**src/logic/rvwb_pkg.sv**
```systemverilog
`default_nettype none

package rvwb_pkg;

    // Datapath and register file.
    localparam int XLEN       = 64;
    localparam int REG_ADDR_W = 5;
    localparam int NUM_REGS   = 32;

    // Data memory geometry.
    localparam int MEM_ADDR_W = 8;    // Index of a 64-bit word.
    localparam int MEM_WORDS  = 256;
    localparam int BYTE_OFF_W = 3;    // Byte offset inside a word.

    // Access size codes, as in funct3[1:0].
    localparam int SIZE_W = 2;
    localparam logic [SIZE_W-1:0] SIZE_B   = 2'd0;
    localparam logic [SIZE_W-1:0] SIZE_H   = 2'd1;
    localparam logic [SIZE_W-1:0] SIZE_W32 = 2'd2;
    localparam logic [SIZE_W-1:0] SIZE_D   = 2'd3;

    // One memory word, seen per lane or as a whole.
    typedef union packed {
        logic [7:0][7:0]  bytes;
        logic [3:0][15:0] halves;
        logic [1:0][31:0] words;
        logic [XLEN-1:0]  dword;
    } mem_word_u;

endpackage

`default_nettype wire

```
**src/logic/mem_wb_regs.sv**
```systemverilog
`timescale 1ns/10ps
`default_nettype none

module mem_wb_regs import rvwb_pkg::*; (
    input  wire logic                  clk,
    input  wire logic                  rst_n,
    input  wire logic                  reg_wen_i,     // Register write enable.
    input  wire logic [REG_ADDR_W-1:0] reg_waddr_i,   // Register write address.
    input  wire logic [XLEN-1:0]       alu_res_i,
    input  wire logic                  load_i,
    input  wire logic [SIZE_W-1:0]     size_i,
    input  wire logic                  unsigned_i,
    input  wire logic                  ebreak_i,
    output logic                       reg_wen_o,
    output logic [REG_ADDR_W-1:0]      reg_waddr_o,
    output logic [XLEN-1:0]            alu_res_o,
    output logic                       load_o,
    output logic [SIZE_W-1:0]          size_o,
    output logic                       unsigned_o,
    output logic                       ebreak_o
);

    always_ff @(posedge clk or negedge rst_n) begin
        if (!rst_n) begin
            reg_wen_o   <= 1'b0;
            reg_waddr_o <= '0;
            load_o      <= 1'b0;
            size_o      <= SIZE_B;
            unsigned_o  <= 1'b0;
            ebreak_o    <= 1'b0;
        end else begin
            reg_wen_o   <= reg_wen_i;
            reg_waddr_o <= reg_waddr_i;
            load_o      <= load_i;
            size_o      <= size_i;
            unsigned_o  <= unsigned_i;
            ebreak_o    <= ebreak_i;
        end
    end

    // The ALU result travels beside the load word from data_mem.
    // Its low bits select the load lane in writeback.
    always_ff @(posedge clk) begin
        alu_res_o <= alu_res_i;
    end

endmodule

`default_nettype wire

```
**config.mk**
```make
export PLATFORM = sky130hd
export DESIGN_NAME = mem_wb_regs
export DESIGN_NICKNAME = d
export VERILOG_FILES = /design/src/logic/rvwb_pkg.sv /design/src/logic/mem_wb_regs.sv
export SDC_FILE = /design/constraint.sdc
export NUM_CORES = 1
export LEC_CHECK = 0
export ABC_CLOCK_PERIOD_IN_PS = 1050
export BUFFER_PORTS_ARGS = -buffer_cell sky130_fd_sc_hd__buf_2
export CAP_MARGIN = 10
export CORE_ASPECT_RATIO = 2
export CORE_MARGIN = 3
export CORE_UTILIZATION = 37
export DETAILED_ROUTE_END_ITERATION = 10
export PLACE_DENSITY = 0.83
export SKIP_LAST_GASP = 1
export SYNTH_ARGS = -nofsm -noshare
export SYNTH_HDL_FRONTEND = slang
export SYNTH_SLANG_ARGS = --single-unit
```
**constraint.sdc**
```tcl
create_clock -name clk -period 1.05 [get_ports clk]
set_input_delay 0.105 -clock clk [delete_from_list [all_inputs] [get_ports clk]]
set_output_delay 0.105 -clock clk [all_outputs]
set_load 0.05 [all_outputs]
```
==> metrics.yaml <==
drt:
  vias_per_cell: 4.29
  dr.pass1.iters: 4
  detail-route-antenna-nets: 0
  drt-total-wl_mm: 7.59
  drc: 0
  drtIter0Drc: 21
  num_vias: 1584
  wl_per_cell_microns: 20.6
synthesis:
  yosys-top-cells-count: "dfxtp_1, dfrtp_1"
  synthesis.nets: 152
  synthMostInstantiatedCell: "dfxtp_1"
  synth.top_cell.area_share: 0.823
  yosys.area.top_type: "dfxtp_1"
  synth.distinct_cells: 2
  postSynth.topFlopCell: "dfxtp_1"
  async_reset_ff_frac: 0.147
  synth_seq_area_share: 1.00
  synth_cells: 75
  netlist_area_sq_um: 1560
  synth-edff-count: 0
  netlist_top_cells_area: "dfxtp_1, dfrtp_1"
  yosys_register_bits: 75
  synth.avg_cell_area_sq_um: 20.8
  yosysWarnings: 0
timing:
  tightest_slew_ns: 0.274
  rsz0062_at_grt: "yes"
  finalCritPeriodShare: 1.03
  slew_headroom: 0.818
  finalWorstSetupSlack_ns: -0.0325
  whs_ns: 0.169
  final_max_slew_viol_count: 0
  fin_crit_ns: 1.08
  max_freq_mhz: 924
  setup_viol: 1
  hold_viol: 0
setup_path:
  critPathKind: "reg2out"
  max_stage_delay_ns: 0.41
  endpoint_kind: "primary output"
  worstPathCellList: "buf_4"
  worst-path-buf-inv: 1
  cp_max_fo: 1
  crit_required_ns: 0.94
  crit_slowest_cell: "dfrtp_1"
  worstSetupStartpointType: "register"
  crit_arrival_ns: 0.98
  cp_top_family: "flip-flops"
finish:
  multi_input_gates: 0
  final_nets: 390
  final_area_sq_um: 3510
  syn2layout_area_growth_pct: 125
  drive_gt1_frac: 0.525
  fill_cells: 150
  antenna_cells: 0
  final_util: 0.885
  multi_input_area_sq_um: 0
power_and_ir_drop:
  leakage_nw: 1.73
  swShare: 0.283
  power.density_nw_per_um2: 1900
  p_clk_frac: 0.364
  power.switching_mw: 1.89
  pwr-share-comb: 0.177
  peakVddDrop_mv: 2.01
  seq_power_share: 0.460
  internal_power_mw: 4.77
clock_network:
  cts_max_level: 3
  cts-root-buf: "clkbuf_8"
  clk_pin_slew_ns: 0.08
  postCtsSetupRepairBufs: 0
  cts_max_path_buffers: 2
  cts_sinks: 75
  cts_tree: "yes"
  cts_buffers: 9
floorplanning:
  ios: 152
  dieArea_sq_um: 5070
  initial_utilization: 0.393
  rows: 32
  core_sq_um: 3960
  die-height_microns: 97.7
  die_w_microns: 51.9
outcome:
  violations: "negative setup slack"
  status: "finished, violations left"
global_route:
  antenna_found_initial: 0
  grtUsageTotal: 0.291
  grt_max_degree: 15
  grt-ovfl-total: 0
  grt_pass1_vias: 1939
  grt_pass1_wl_mm: 10.2
placement:
  dpl.hpwl_mm: 3.58
  gp_congestion: 0.718
  dpl_cell_area_sq_um: 2380
  port-buffer-count: 151
flow_run:
  drv_cap: 0
hold_path:
  hp-class: "in2async"
## flip-flops by register name (all words and copies together), names as in the netlist
register     flops
unsigned_o       1
alu_res_o       64
ebreak_o         1
size_o           2
reg_waddr_o      5
reg_wen_o        1
load_o           1
## cell families after synthesis
logic type,share of synthesized area
flip-flops,1.00
## through the flow
stage | power (mW) | setup WS (ns) | cells | TNS [ns]
2_1_floorplan | 3.65 | 0.358 | 75 | 0
3_5_place_dp | 3.96 | 0.373 | 277 | 0
3_3_place_gp | 3.94 | 0.362 | 277 | 0
6_report | 6.66 | -0.0325 | 369 | -0.0325
5_1_grt | 6.86 | -0.0583 | 369 | -0.112
4_1_cts | 6.51 | 0.000892 | 369 | 0
## power by group through the flow
stage               Sequential [mW]  Clock, mW  Combinational, mW
finish                         3.06       2.42               1.18
floorplan                      3.65          0                  0
global route                   3.07       2.58               1.21
detailed placement             3.10          0              0.854
global placement               3.09          0              0.845
CTS                            3.04       2.39               1.08
## final timing paths
check                                   start                       end  slack [ns]  cells past startpoint
worst min-delay path                    rst_n  reg_waddr_o[0]$_DFF_PN0_        0.17                      2
min in group clk                alu_res_i[31]     alu_res_o[31]$_DFF_P_        0.40                      2
worst max-delay path       ebreak_o$_DFF_PN0_                  ebreak_o       -0.03                      1
max in group asynchronous               rst_n  reg_waddr_o[3]$_DFF_PN0_        0.68                      2
## placed cells by master (no fill, tap or decap), drive strengths merged
master,instances
clkbuf,43
clkinv,1
bufinv,1
inv,2
dfxtp,64
dfrtp,11
buf,119
clkinvlp,1
dlygate4sd3,76
## routing by layer
metal / wire length, microns / GRT usage / vias to the layer above
met5: 0 / 0 / -
met4: 333 / 0.154 / 0
met3: 699 / 0.131 / 21
met2: 4290 / 0.538 / 133
met1: 2260 / 0.233 / 723
li1: - / - / 707
## what timing repair did
action / in CTS / in global routing
gates resized for setup: 4 / 69
endpoints found under the setup margin: 4 / 49
hold buffers: 76 / 0
endpoints found under the hold margin: 86 / 0
## area by class of cell
class | count | area (sq um) | area share
Tap cell | 51 | 63.8 | 0.0182
Clock inverter | 5 | 63.8 | 0.0182
Sequential cell | 75 | 1560 | 0.444
Timing Repair Buffer | 227 | 1660 | 0.473
Clock buffer | 11 | 163 | 0.0464
(Power assumes the default switching activity.)
