### src/logic/rvwb_pkg.sv
`default_nettype none

package rvwb_pkg;

    // Datapath and register file.
    localparam int XLEN       = 64;
    localparam int REG_ADDR_W = 5;
    localparam int NUM_REGS   = 32;

    // Data memory geometry.
    localparam int MEM_ADDR_W = 8;    // Index of a 64-bit word.
    localparam int MEM_WORDS  = 256;
    localparam int BYTE_OFF_W = 3;    // Byte offset inside a word.

    // Access size codes, as in funct3[1:0].
    localparam int SIZE_W = 2;
    localparam logic [SIZE_W-1:0] SIZE_B   = 2'd0;
    localparam logic [SIZE_W-1:0] SIZE_H   = 2'd1;
    localparam logic [SIZE_W-1:0] SIZE_W32 = 2'd2;
    localparam logic [SIZE_W-1:0] SIZE_D   = 2'd3;

    // One memory word, seen per lane or as a whole.
    typedef union packed {
        logic [7:0][7:0]  bytes;
        logic [3:0][15:0] halves;
        logic [1:0][31:0] words;
        logic [XLEN-1:0]  dword;
    } mem_word_u;

endpackage

`default_nettype wire

### src/logic/reg_file.sv
`timescale 1ns/10ps
`default_nettype none

module reg_file import rvwb_pkg::*; (
    input  wire logic                  clk,
    input  wire logic                  rst_n,
    input  wire logic                  wen_i,
    input  wire logic [REG_ADDR_W-1:0] waddr_i,
    input  wire logic [XLEN-1:0]       wdata_i,
    input  wire logic [REG_ADDR_W-1:0] raddr_i,
    output logic [XLEN-1:0]            rdata_o
);

    logic [XLEN-1:0] regs [NUM_REGS];

    always_ff @(posedge clk or negedge rst_n) begin
        if (!rst_n) begin
            for (int i = 0; i < NUM_REGS; i++) begin
                regs[i] <= '0;
            end
        end else if (wen_i && (waddr_i != '0)) begin   // x0 is never written.
            regs[waddr_i] <= wdata_i;
        end
    end

    // Debug read port.
    assign rdata_o = (raddr_i == '0) ? '0 : regs[raddr_i];

endmodule

`default_nettype wire

### config.mk
export PLATFORM = sky130hd
export DESIGN_NAME = reg_file
export DESIGN_NICKNAME = d
export VERILOG_FILES = /design/src/logic/rvwb_pkg.sv /design/src/logic/reg_file.sv
export SDC_FILE = /design/constraint.sdc
export NUM_CORES = 2
export LEC_CHECK = 0
export BUFFER_PORTS_ARGS = -buffer_cell sky130_fd_sc_hd__clkbuf_2
export CAP_MARGIN = 20
export CORE_MARGIN = 5
export CORE_UTILIZATION = 40
export CTS_BUF_LIST = sky130_fd_sc_hd__clkbuf_2 sky130_fd_sc_hd__clkbuf_4 sky130_fd_sc_hd__clkbuf_8
export DETAILED_ROUTE_END_ITERATION = 8
export MAX_ROUTING_LAYER = met4
export SYNTH_ARGS = -nofsm -noshare
export SYNTH_HDL_FRONTEND = slang
export SYNTH_SLANG_ARGS = --single-unit
### constraint.sdc
create_clock -name clk -period 2.2 [get_ports clk]
set_input_delay 0.33 -clock clk [delete_from_list [all_inputs] [get_ports clk]]
set_output_delay 0.33 -clock clk [all_outputs]
set_load 0.01 [all_outputs]
==> flow_summary.ini <==
[grt]
antenna_found_initial = 20
grt_pass1_vias = 57155
grt.overflow.total = 0
grt_pass1_wl_um = 388700
globalRouteMet1Util = 0.2936
gr-max-usage-layer = met2
met2_usage = 0.3629
grt_use_met3 = 0.03331
grt_max_degree = 143
track_usage = 0.2241

[floorplan]
die_h_um = 489.9
ios = 141
core_um2 = 229700
floorplan.initialDensity = 0.4011
rows = 176
dieArea_um2 = 240000
chipWidth_um = 489.9

[critical_path]
reg2reg_from = regs[1073]
startpoint_type = flip-flop
regToRegSetupSlack_ns = 1.29
critPathKind = reg2out
rr_endpoint = regs[1073]
worst-path-max-fanout = 2
r2r_cells = 2
critPathCaptureType = output port
worstPathRequired_ns = 1.87
startpoint = regs[808]
crit_end = rdata_o[40]
worstPathArrival_ns = 2.86

[cells_and_area]
final_cells = 9466
largestRegisters = regs (2038)
nNetsFinal = 6255
seqCellArea_um2 = 51000
fin_util = 0.4763
largest_register_ffs = 2038
multi_input_area_um2 = 39090
regMostFlops = regs
area.growth.synth_to_final_pct = 18.75
drive_gt1_frac = 0.5860
fill_cells = 19710

[synthesis]
ys_top_cells_by_area = dfrtp_1 (55%), mux2_2 (23%), mux4_2 (12%)
yosysMostFrequentCell = dfrtp_1
synth.avg_cell_area_um2 = 16.07
synth_nets = 5808
synth_top_area_frac = 0.5536
synth_edf_count = 0
ys_dominant_reg_cell = dfrtp_1
synth.distinct_cells = 45
ys_ff_latch = 2038
yosysSeqAreaShare = 0.5536
yosys.area.top_type = dfrtp_1
synth_area_um2 = 92120
synthCells = 5731
synth_common_cells = dfrtp_1 (2,038), mux2_2 (1,894), mux4_2 (476)
synthArstFlopShare = 1.000
ys.warnings.count = 0

[clock_tree]
clk_latency_ns = 1.05
cts_tree = yes
clockBufferDepth = 4
cts_htree_levels = 5
clock-sinks = 2038
root_buffer = clkbuf_8
cts_buffers = 367
path_clk_slew_ns = 0.06

[power_and_ir_drop]
power_density_nw_per_um2 = 929.8
p_leak_nw = 49.53
sw_frac_of_total = 0.2517
p_comb_frac = 0.166
pwr-share-clk = 0.361
ir_worst_vdd_mv = 0.4337
finalPower_mw = 101.7
p_int_mw = 76.12
pwr-share-seq = 0.473
p_sw_mw = 25.60

[drt]
drt_iter0_markers = 3329
first_pass_iters = 5
wire_per_inst_um = 27.25
drc = 0
vias_per_cell = 5.538
postRouteAntennaNets = 0
vias = 52419
routed_wl_um = 257900

[sta]
rsz0062_at_grt = yes
slew_headroom = 0.3674
fin_skew_ns = 0
maxSlewViolCount = 0
fin_crit_ns = 3.188
setup_ws_ns = -0.9883
fin_crit_sh = 1.449
fmax_mhz = 313.7
tightest_slew_ns = 0.9469
setup_viol_count_final = 64
hold_viol_final = 0

[run_status]
status = finished with violations
violations = negative setup slack

[placed_design]
portBuffers = 140
hpwl_um = 159700
gp_congestion = 0.7615
placed_cells = 8764

[worst_hold_path]
hp-class = in2reg

[run]
drv_cap = 0
[layout make-up]
cell class,instances,share of cell area
multi-input combinational,3077,0.3573
timing repair buffer,693,0.07276
clock buffer,573,0.06552
antenna,20,0.0004575
tap,3026,0.03461
clock inverter,38,0.003088
inverter,1,0.00003431
sequential,2038,0.4662
[placed cells by master (no fill, tap or decap), types with 23 or more instances in the layout]
master | netlist | layout
clkinv_2 | 0 | 26
buf_12 | 1 | 224
o22ai_1 | 96 | 72
dfrtp_1 | 2038 | 2038
mux2_2 | 1894 | 1881
buf_4 | 27 | 262
dlygate4sd3_1 | 0 | 70
clkbuf_8 | 0 | 463
o22ai_2 | 0 | 23
a22oi_1 | 24 | 24
mux2_1 | 123 | 123
clkbuf_4 | 0 | 115
clkbuf_2 | 0 | 118
mux4_2 | 476 | 476
mux2i_2 | 0 | 24
or2_1 | 38 | 26
mux2i_1 | 244 | 216
[worst min path at each step]
stage | from | to | slack [ns] | depth (start not counted)
3_5_place_dp | rst_n | regs[1585] | 0.19 | 1
5_1_grt | waddr_i[0] | regs[296] | 0.13 | 6
6_report | waddr_i[0] | regs[847] | 0.17 | 5
3_3_place_gp | rst_n | regs[1713] | 0.19 | 1
2_1_floorplan | rst_n | regs[0] | 0.03 | 0
4_1_cts | rst_n | regs[941] | 0.004 | 3
[critical path, cell delays in order, from the launching register on]
cell and delay, ns:
dfrtp_1 0.38, mux4_2 0.49, mux2_4 0.30, a221o_1 0.36
buf_12 0.16, buf_12 0.12
[power by group through the flow]
stage | sequential, mW | combinational [mW] | clock [mW]
finish | 48.1 | 16.9 | 36.7
global route | 48.8 | 18.4 | 39.4
CTS | 48.0 | 17.0 | 37.7
detailed placement | 48.6 | 16.4 | 0
global placement | 48.2 | 15.9 | 0
floorplan | 47.3 | 12.1 | 0
[timing repair]
action,4_1_cts,5_1_grt
hold buffers,70,1
endpoints found under the setup margin,64,260
buffers inserted,8,1
gates resized for setup,134,48
endpoints found under the hold margin,3896,4
cloned,0,0
pin swaps,81,33
[per-layer routing]
| layer | wire (um) | up-vias |
|---|---|---|
| li1 | - | 22230 |
| met3 | 8787 | 465 |
| met5 | 0 | - |
| met1 | 113500 | 28725 |
| met2 | 127900 | 999 |
| met4 | 7806 | 0 |
[stage by stage]
stage | worst slack (ns) | hold slack (ns) | cell area (um2) | TNS [ns]
floorplan | 0.009042 | 0.03441 | 92120 | 0
global placement | -1.312 | 0.1906 | 100200 | -52.32
detailed placement | -0.7714 | 0.1872 | 100200 | -63.64
CTS | -1.085 | 0.004106 | 109200 | -55.82
global route | -1.072 | 0.1314 | 109400 | -56.59
finish | -0.9883 | 0.1721 | 109400 | -47.92
[cell families after synthesis]
| group | after synthesis | share of synthesized area |
|---|---|---|
| DFF | 2038 | 0.5536 |
| and+or+nand+nor | 157 | 0.01054 |
| AOI/OAI and AO/OA | 183 | 0.01373 |
| muxes | 2737 | 0.3894 |
| buffers and inverters | 616 | 0.03267 |
Note: power is estimated with default switching activity, not from simulation.
