===== config.mk =====
export PLATFORM = sky130hd
export DESIGN_NAME = wb_stage
export DESIGN_NICKNAME = d
export VERILOG_FILES = /design/src/logic/rvwb_pkg.sv /design/src/logic/wb_stage.sv
export SDC_FILE = /design/constraint.sdc
export NUM_CORES = 1
export LEC_CHECK = 0
export ABC_AREA = 1
export BUFFER_PORTS_ARGS = -buffer_cell sky130_fd_sc_hd__buf_2
export CORE_ASPECT_RATIO = 1.5
export CORE_MARGIN = 2
export CORE_UTILIZATION = 40
export CTS_BUF_LIST = sky130_fd_sc_hd__clkbuf_4
export DETAILED_ROUTE_END_ITERATION = 8
export PLACE_DENSITY = 0.84
export RECOVER_POWER = 50
export SLEW_MARGIN = 10
export SYNTH_ARGS = -nofsm -noshare
export SYNTH_HDL_FRONTEND = slang
export SYNTH_SLANG_ARGS = --single-unit

===== constraint.sdc =====
create_clock -name clk -period 1 [get_ports clk]
set_input_delay 0.1 -clock clk [delete_from_list [all_inputs] [get_ports clk]]
set_output_delay 0.1 -clock clk [all_outputs]
set_load 0.005 [all_outputs]

===== src/logic/rvwb_pkg.sv =====
`default_nettype none

package rvwb_pkg;

    // Datapath and register file.
    localparam int XLEN       = 64;
    localparam int REG_ADDR_W = 5;
    localparam int NUM_REGS   = 32;

    // Data memory geometry.
    localparam int MEM_ADDR_W = 8;    // Index of a 64-bit word.
    localparam int MEM_WORDS  = 256;
    localparam int BYTE_OFF_W = 3;    // Byte offset inside a word.

    // Access size codes, as in funct3[1:0].
    localparam int SIZE_W = 2;
    localparam logic [SIZE_W-1:0] SIZE_B   = 2'd0;
    localparam logic [SIZE_W-1:0] SIZE_H   = 2'd1;
    localparam logic [SIZE_W-1:0] SIZE_W32 = 2'd2;
    localparam logic [SIZE_W-1:0] SIZE_D   = 2'd3;

    // One memory word, seen per lane or as a whole.
    typedef union packed {
        logic [7:0][7:0]  bytes;
        logic [3:0][15:0] halves;
        logic [1:0][31:0] words;
        logic [XLEN-1:0]  dword;
    } mem_word_u;

endpackage

`default_nettype wire


===== src/logic/wb_stage.sv =====
`timescale 1ns/10ps
`default_nettype none

module wb_stage import rvwb_pkg::*; (
    input  wire logic                  clk,
    input  wire logic                  rst_n,
    input  wire logic                  reg_wen_i,
    input  wire logic [REG_ADDR_W-1:0] reg_waddr_i,
    input  wire logic [XLEN-1:0]       alu_res_i,
    input  wire logic                  load_i,
    input  wire logic [SIZE_W-1:0]     size_i,
    input  wire logic                  unsigned_i,
    input  wire logic                  ebreak_i,
    input  wire logic [XLEN-1:0]       mem_rdata_i,
    output logic                       wb_wen_o,
    output logic [REG_ADDR_W-1:0]      wb_waddr_o,
    output logic [XLEN-1:0]            wb_wdata_o,
    output logic                       halted_o
);

    mem_word_u             rd_u;
    logic [BYTE_OFF_W-1:0] byte_off;
    logic                  sext;
    logic [XLEN-1:0]       load_val;

    assign rd_u     = mem_rdata_i;
    assign byte_off = alu_res_i[BYTE_OFF_W-1:0];
    assign sext     = !unsigned_i;

    // Pick the lane and extend it to XLEN.
    always_comb begin
        case (size_i)
            SIZE_B: begin
                load_val = {{(XLEN-8){sext & rd_u.bytes[byte_off][7]}},
                            rd_u.bytes[byte_off]};
            end
            SIZE_H: begin
                load_val = {{(XLEN-16){sext & rd_u.halves[byte_off[2:1]][15]}},
                            rd_u.halves[byte_off[2:1]]};
            end
            SIZE_W32: begin
                load_val = {{(XLEN-32){sext & rd_u.words[byte_off[2]][31]}},
                            rd_u.words[byte_off[2]]};
            end
            default: load_val = rd_u.dword;
        endcase
    end

    assign wb_wdata_o = load_i ? load_val : alu_res_i;
    assign wb_waddr_o = reg_waddr_i;
    assign wb_wen_o   = reg_wen_i && !halted_o;   // The ebreak itself still writes.

    // Sticky until reset.
    always_ff @(posedge clk or negedge rst_n) begin
        if (!rst_n) begin
            halted_o <= 1'b0;
        end else if (ebreak_i) begin
            halted_o <= 1'b1;
        end
    end

endmodule

`default_nettype wire


==> results.md, run 1 <==
- Synthesized instance count: 707
- Largest regs: halted_o (1)
- Launch point of the worst reg-to-reg path: halted_o$_DFFE_PN0P_
- Peak clock frequency supported by timing: 0.6746 GHz
- Time the worst path needs with I/O delays and setup: 1.482 ns
- Routed vias: 5,333
- Wire length of the first global-routing pass: 22,200 um
- Initial antenna violation count: 1
- DRC violation count after routing: 0
- Cell area after synthesis: 0.003169 mm^2
- Share of layout cells above drive strength 1: 47.67%
- Number of global-route vias before repair: 4,788
- Height of the die: 113.0 um
- Cell accounting for the most synthesized area: sky130_fd_sc_hd__nand2_1
- Largest reg by FF count: halted_o
- Leakage dissipation: 3.468 nW
- Violations in the final reports: setup timing
- Crit share post-route: 148.2%
- Cells taking the most area after synthesis: sky130_fd_sc_hd__nand2_1 28%, sky130_fd_sc_hd__inv_1 14%, sky130_fd_sc_hd__nand3_1 10%
- Skew-Pair Late Insertion Delay: 0 ns
- Primary FF master, synth: sky130_fd_sc_hd__dfrtp_1
- Hold path startpoint: reg_waddr_i[3]
- Area Overhead vs Synth: 77.18%
- Run status: finished with violations
- Nets: 1,089
- Type of the setup path with the least slack: primary input to output port
- Largest net degree at the start of global routing: 43
- Final hold vios: 0
- Total Power: 2.702 mW
- Clock Skew: 0 ns
- Post-synthesis area per instance: 4.483 um^2
- FILL cells: 663
- Synth Net Count: 848
- FFs w/ async S/R, synth: 100.0%
- Sequential cell area fraction in the yosys report: 0.7896%
- Kind of end point of the critical path: output port
- Startpoint types: primary input
- Number of warnings printed during yosys synthesis: 0
- Critical path required time: 0.90 ns
- Placed wire-length estimate: 10,360 um
- Final global-route overflow total: 0
- Slew at the pin with the worst max-slew slack: 0.3291 ns
- Number of detailed-route iterations in the first pass: 6
- Utilization after layout: 73.30%
- Average routed wire per standard cell: 13.83 um
- Area after DPL: 0.004760 mm^2
- Number of flops mapped to enable cells by yosys: 0
- Beginning of the critical path: alu_res_i[1]
- Port Buf Inserts: 201
- Path category of the worst min-delay check: primary input to output port
- Setup Viol. Count Final: 64
- Final hold slack: 0.2000 ns
- Area enclosed by the die boundary: 0.008666 mm^2
- Netlist cell types: 25
- Routed WL: 14,500 um
- Number of synthesized register bits: 1
- Fraction of synthesized cell area taken by the top area cell type: 27.95%
- GRT Resource Usage Total: 30.36%
- Count of max-cap constraint violations: 0
- Initial Utilization: 41.37%
- Core region area: 0.007661 mm^2
- Most frequent cells after synthesis: 236 x sky130_fd_sc_hd__nand2_1, 115 x sky130_fd_sc_hd__inv_1, 64 x sky130_fd_sc_hd__nand3_1
- Top-level port count: 212
- Max-slew violation count: 0
- Fin area: 0.005615 mm^2
- Avg Vias per Cell: 5.084
- Rows: 39
- Final setup margin: -0.4823 ns
- Max reg flops: 1
- Unrepaired setup endpoints after global routing: true
- Power per standard cell area: 481.2 mW/mm^2
- Initial drt markers: 431
- Arrival time worst endpoint: 1.38 ns
- Maximum fanout along the worst path: 6
- Routed Antenna Nets: 0
- Placement Setup Slack: -0.5208 ns
- Count leader, synth: sky130_fd_sc_hd__nand2_1
- X dimension of the die: 76.68 um
- Largest voltage drop on the vdd net: 0.3150 mV
- Final estimated routing congestion in global placement: 0.9928
- Max-Slew Margin vs Limit: 78.00%
## report_power, final
part / switching [mW] / internal [mW] / leakage, nW
combinational: 1.40 / 1.26 / 3.46
clock: 0 / 0.000000134 / 0.00000634
sequential: 0.0000000000000000615 / 0.0412 / 0.00875
## worst max-delay path, stage by stage
cell and delay, ns:
sky130_fd_sc_hd__buf_12 0.12, sky130_fd_sc_hd__inv_12 0.06, sky130_fd_sc_hd__nand2_4 0.05, sky130_fd_sc_hd__buf_6 0.11
sky130_fd_sc_hd__nand3_2 0.06, sky130_fd_sc_hd__nand3_2 0.07, sky130_fd_sc_hd__nand2_2 0.11, sky130_fd_sc_hd__nand3_4 0.09
sky130_fd_sc_hd__buf_12 0.17, sky130_fd_sc_hd__clkbuf_16 0.17, sky130_fd_sc_hd__nand2_1 0.07, sky130_fd_sc_hd__nand2_1 0.05
sky130_fd_sc_hd__nand2_1 0.05, sky130_fd_sc_hd__buf_2 0.11
## path summary, 6_finish.rpt
path | end | slack [ns] | depth (start not counted)
worst max-delay path | wb_wdata_o[24] | -0.48 | 14
worst min-delay path | wb_waddr_o[3] | 0.20 | 0
worst max register to register | halted_o$_DFFE_PN0P_ | 0.21 | 1
worst min register to register | halted_o$_DFFE_PN0P_ | 0.49 | 1
max in group asynchronous | halted_o$_DFFE_PN0P_ | 0.48 | 2
min in group asynchronous | halted_o$_DFFE_PN0P_ | 0.43 | 2
## placed cells by master (no fill, tap or decap), types with 4 or more instances in the layout
cell,count
sky130_fd_sc_hd__buf_6,8
sky130_fd_sc_hd__a21oi_1,45
sky130_fd_sc_hd__nand3_4,4
sky130_fd_sc_hd__buf_2,197
sky130_fd_sc_hd__inv_1,110
sky130_fd_sc_hd__a21oi_2,6
sky130_fd_sc_hd__nor2_1,55
sky130_fd_sc_hd__nand3_1,27
sky130_fd_sc_hd__or2_2,33
sky130_fd_sc_hd__nand2_2,34
sky130_fd_sc_hd__o21ai_1,16
sky130_fd_sc_hd__nand2_4,20
sky130_fd_sc_hd__o21ai_0,39
sky130_fd_sc_hd__buf_12,15
sky130_fd_sc_hd__a31oi_1,5
sky130_fd_sc_hd__o211ai_1,6
sky130_fd_sc_hd__buf_16,5
sky130_fd_sc_hd__nand2_1,184
sky130_fd_sc_hd__nor2_2,6
sky130_fd_sc_hd__buf_4,61
sky130_fd_sc_hd__o21ai_2,6
sky130_fd_sc_hd__nor2_4,5
sky130_fd_sc_hd__inv_2,8
sky130_fd_sc_hd__nand3_2,33
## stage by stage
step / std cells / TNS [ns]
floorplan: 707 / -3.550
global placement: 1034 / -29.84
detailed placement: 1034 / -31.62
CTS: 1045 / -23.58
global route: 1049 / -32.45
finish: 1049 / -27.37
## layer usage
layer / GRT usage [%] / wire length (um) / vias to the layer above
met2: 57.43 / 7375 / 303
met4: 12.00 / 785 / 0
met1: 34.97 / 5231 / 2315
met3: 2.073 / 1110 / 55
li1: - / - / 2660
met5: 0 / 0 / -
## logic make-up (layout without fill, tap and decap cells)
kind of cell,Yosys count,after routing,synth area share [%]
AO/OA/AOI/OAI,130,130,21.55
buffers and inverters,172,411,23.49
flip-flops,1,1,0.7895
other,0,1,0
AND/OR/NAND/NOR,404,404,54.17
## layout make-up
type | instances | area, um^2 | area share (%)
multi-input cells | 534 | 2944 | 52.43
diodes | 1 | 2.502 | 0.04456
inverters | 121 | 469.2 | 8.356
repair buffers | 290 | 2047 | 36.45
flip-flops and latches | 1 | 25.02 | 0.4456
well taps | 102 | 127.6 | 2.273
## timing repair
action,in CTS,in global routing
cloned,5,2
buffers inserted,8,1
setup endpoints to repair,64,64
endpoints found under the hold margin,1,0
resized for setup,85,93
hold buffers,1,0
pin swaps,17,47
No activity file was read; power rests on OpenSTA's default activity.
==> run 2: changes to the inputs <==
- ABC_AREA: 1 -> default
- CORE_UTILIZATION: 40 -> 37
- TNS_END_PERCENT: default -> 1
==> run 2 against run 1 <==
The run still ends with setup timing left. Die area is 11% lower. Sequential power about the same. Total power decreased by 19%. Final cell count is 32% lower. Core utilization fell by 8.7 points. Largest power group unchanged.
==> results.md, run 2 <==
- Top-level port count: 212
- Average routed wire per standard cell: 17.51 um
- Routed Antenna Nets: 0
- Max-slew violation count: 0
- Largest reg by FF count: halted_o
- Rows: 37
- Maximum fanout along the worst path: 16
- Synthesized instance count: 386
- Crit share post-route: 179.0%
- Final estimated routing congestion in global placement: 0.9587
- Number of warnings printed during yosys synthesis: 0
- X dimension of the die: 72.50 um
- Initial Utilization: 38.00%
- Path category of the worst min-delay check: primary input to output port
- Largest voltage drop on the vdd net: 0.3550 mV
- Leakage dissipation: 2.182 nW
- Most frequent cells after synthesis: 44 x sky130_fd_sc_hd__nand2_1, 40 x sky130_fd_sc_hd__nor2_1, 36 x sky130_fd_sc_hd__o21ai_0
- Post-synthesis area per instance: 6.745 um^2
- Routed WL: 12,440 um
- Area enclosed by the die boundary: 0.007738 mm^2
- Routed vias: 4,081
- Max-Slew Margin vs Limit: 78.87%
- Run status: finished with violations
- Core region area: 0.006852 mm^2
- Count of max-cap constraint violations: 0
- Area after DPL: 0.004310 mm^2
- Final setup margin: -0.7899 ns
- Max reg flops: 1
- Ant diodes: 0
- Cell area after synthesis: 0.002604 mm^2
- Total Power: 2.193 mW
- Number of global-route vias before repair: 3,856
- Netlist cell types: 41
- Startpoint types: primary input
- Final global-route overflow total: 0
- Cells taking the most area after synthesis: sky130_fd_sc_hd__mux2i_1 12%, sky130_fd_sc_hd__a41oi_1 11%, sky130_fd_sc_hd__mux4_2 9.5%
- Final hold slack: 0.2000 ns
- Skew-Pair Late Insertion Delay: 0 ns
- Critical path required time: 0.90 ns
- GRT Resource Usage Total: 29.75%
- Type of the setup path with the least slack: primary input to output port
- Most common library cell in the layout ignoring fill and taps: sky130_fd_sc_hd__buf_2
- Nets: 775
- Number of flops mapped to enable cells by yosys: 0
- Primary FF master, synth: sky130_fd_sc_hd__dfrtp_1
- Number of synthesized register bits: 1
- Fin area: 0.004427 mm^2
- Commonest cells after routing, fill and taps aside: 199 x sky130_fd_sc_hd__buf_2, 84 x sky130_fd_sc_hd__buf_4, 43 x sky130_fd_sc_hd__nand2_1
- Count leader, synth: sky130_fd_sc_hd__nand2_1
- Arrival time worst endpoint: 1.69 ns
- DRC violation count after routing: 0
- FFs w/ async S/R, synth: 100.0%
- Setup Viol. Count Final: 64
- Unrepaired setup endpoints after global routing: true
- Time the worst path needs with I/O delays and setup: 1.790 ns
- Slew at the pin with the worst max-slew slack: 0.3170 ns
- Power per standard cell area: 495.3 mW/mm^2
- Port Buf Inserts: 201
- Largest net degree at the start of global routing: 43
- Violations in the final reports: setup timing
- Utilization after layout: 64.61%
- Area Overhead vs Synth: 70.01%
- Sequential cell area fraction in the yosys report: 0.9611%
- Height of the die: 106.7 um
- Kind of end point of the critical path: output port
- Peak clock frequency supported by timing: 0.5587 GHz
- Share of layout cells above drive strength 1: 53.16%
- Synth Net Count: 527
- Wire length of the first global-routing pass: 18,450 um
- Largest regs: halted_o (1)
- Clock Skew: 0 ns
- Number of detailed-route iterations in the first pass: 4
- Placed wire-length estimate: 10,270 um
- Cell accounting for the most synthesized area: sky130_fd_sc_hd__mux2i_1
- Fraction of synthesized cell area taken by the top area cell type: 11.92%
- Initial drt markers: 206
- Initial antenna violation count: 0
- Final hold vios: 0
- Avg Vias per Cell: 5.748
-- run 2: worst paths after layout --
kind                                            from                   end  slack (ns)  depth (start not counted)
worst max register to register  halted_o$_DFFE_PN0P_  halted_o$_DFFE_PN0P_        0.21                          1
worst min-delay path                  reg_waddr_i[3]         wb_waddr_o[3]        0.20                          0
worst min register to register  halted_o$_DFFE_PN0P_  halted_o$_DFFE_PN0P_        0.49                          1
max in group asynchronous                      rst_n  halted_o$_DFFE_PN0P_        0.47                          2
min in group asynchronous                      rst_n  halted_o$_DFFE_PN0P_        0.44                          2
worst max-delay path                    alu_res_i[1]        wb_wdata_o[53]       -0.79                          7
-- run 2: layout make-up --
class	instances	area, um^2
Sequential cell	1	25.02
Inverter	23	86.33
Tap cell	78	97.59
Multi-Input combinational cell	310	2313
Fill cell	606	2425
Timing Repair Buffer	298	1904
-- run 2: what timing repair did --
item,4_1_cts,5_1_grt
setup buffers,2,0
hold buffers,1,0
resized for setup,8,7
pin swaps,2,4
gates cloned,0,1
hold endpoints to repair,1,0
setup endpoints to repair,64,64
-- run 2: critical path, cell delays in order --
cell and delay (ns):
sky130_fd_sc_hd__buf_12 0.11, sky130_fd_sc_hd__mux2_4 0.28, sky130_fd_sc_hd__mux4_2 0.56, sky130_fd_sc_hd__nand2_4 0.14
sky130_fd_sc_hd__buf_12 0.16, sky130_fd_sc_hd__a41oi_1 0.16, sky130_fd_sc_hd__buf_2 0.17
-- run 2: through the flow --
| stage | worst slack, ns | setup TNS [ns] | std cells |
|---|---|---|---|
| finish | -0.7899 | -45.46 | 710 |
| CTS | -0.7689 | -44.65 | 709 |
| global placement | -0.8862 | -50.64 | 706 |
| floorplan | -0.5926 | -34.05 | 386 |
| detailed placement | -0.9080 | -52.58 | 706 |
| global route | -0.8259 | -48.88 | 710 |
-- run 2: cell families after synthesis --
| group | synth area share [%] |
|---|---|
| simple gates | 21.10 |
| flops | 0.9609 |
| buf+inv | 12.73 |
| mux | 27.92 |
| compound gates | 37.29 |
-- run 2: metal layers --
| metal | global-route usage [%] | up-vias | part of all wire, % |
|---|---|---|---|
| met4 | 10.32 | 0 | 3.7 |
| met3 | 2.914 | 37 | 7.7 |
| li1 | - | 1961 | - |
| met5 | 0 | - | 0 |
| met1 | 36.61 | 1848 | 38 |
| met2 | 52.95 | 235 | 50 |
-- run 2: power by group --
| part | internal [mW] | switching, mW |
|---|---|---|
| Sequential | 0.0412 | 0.0000000000000000665 |
| Clock | 0 | 0 |
| Combinational | 1.14 | 1.01 |
| Total | 1.18 | 1.01 |
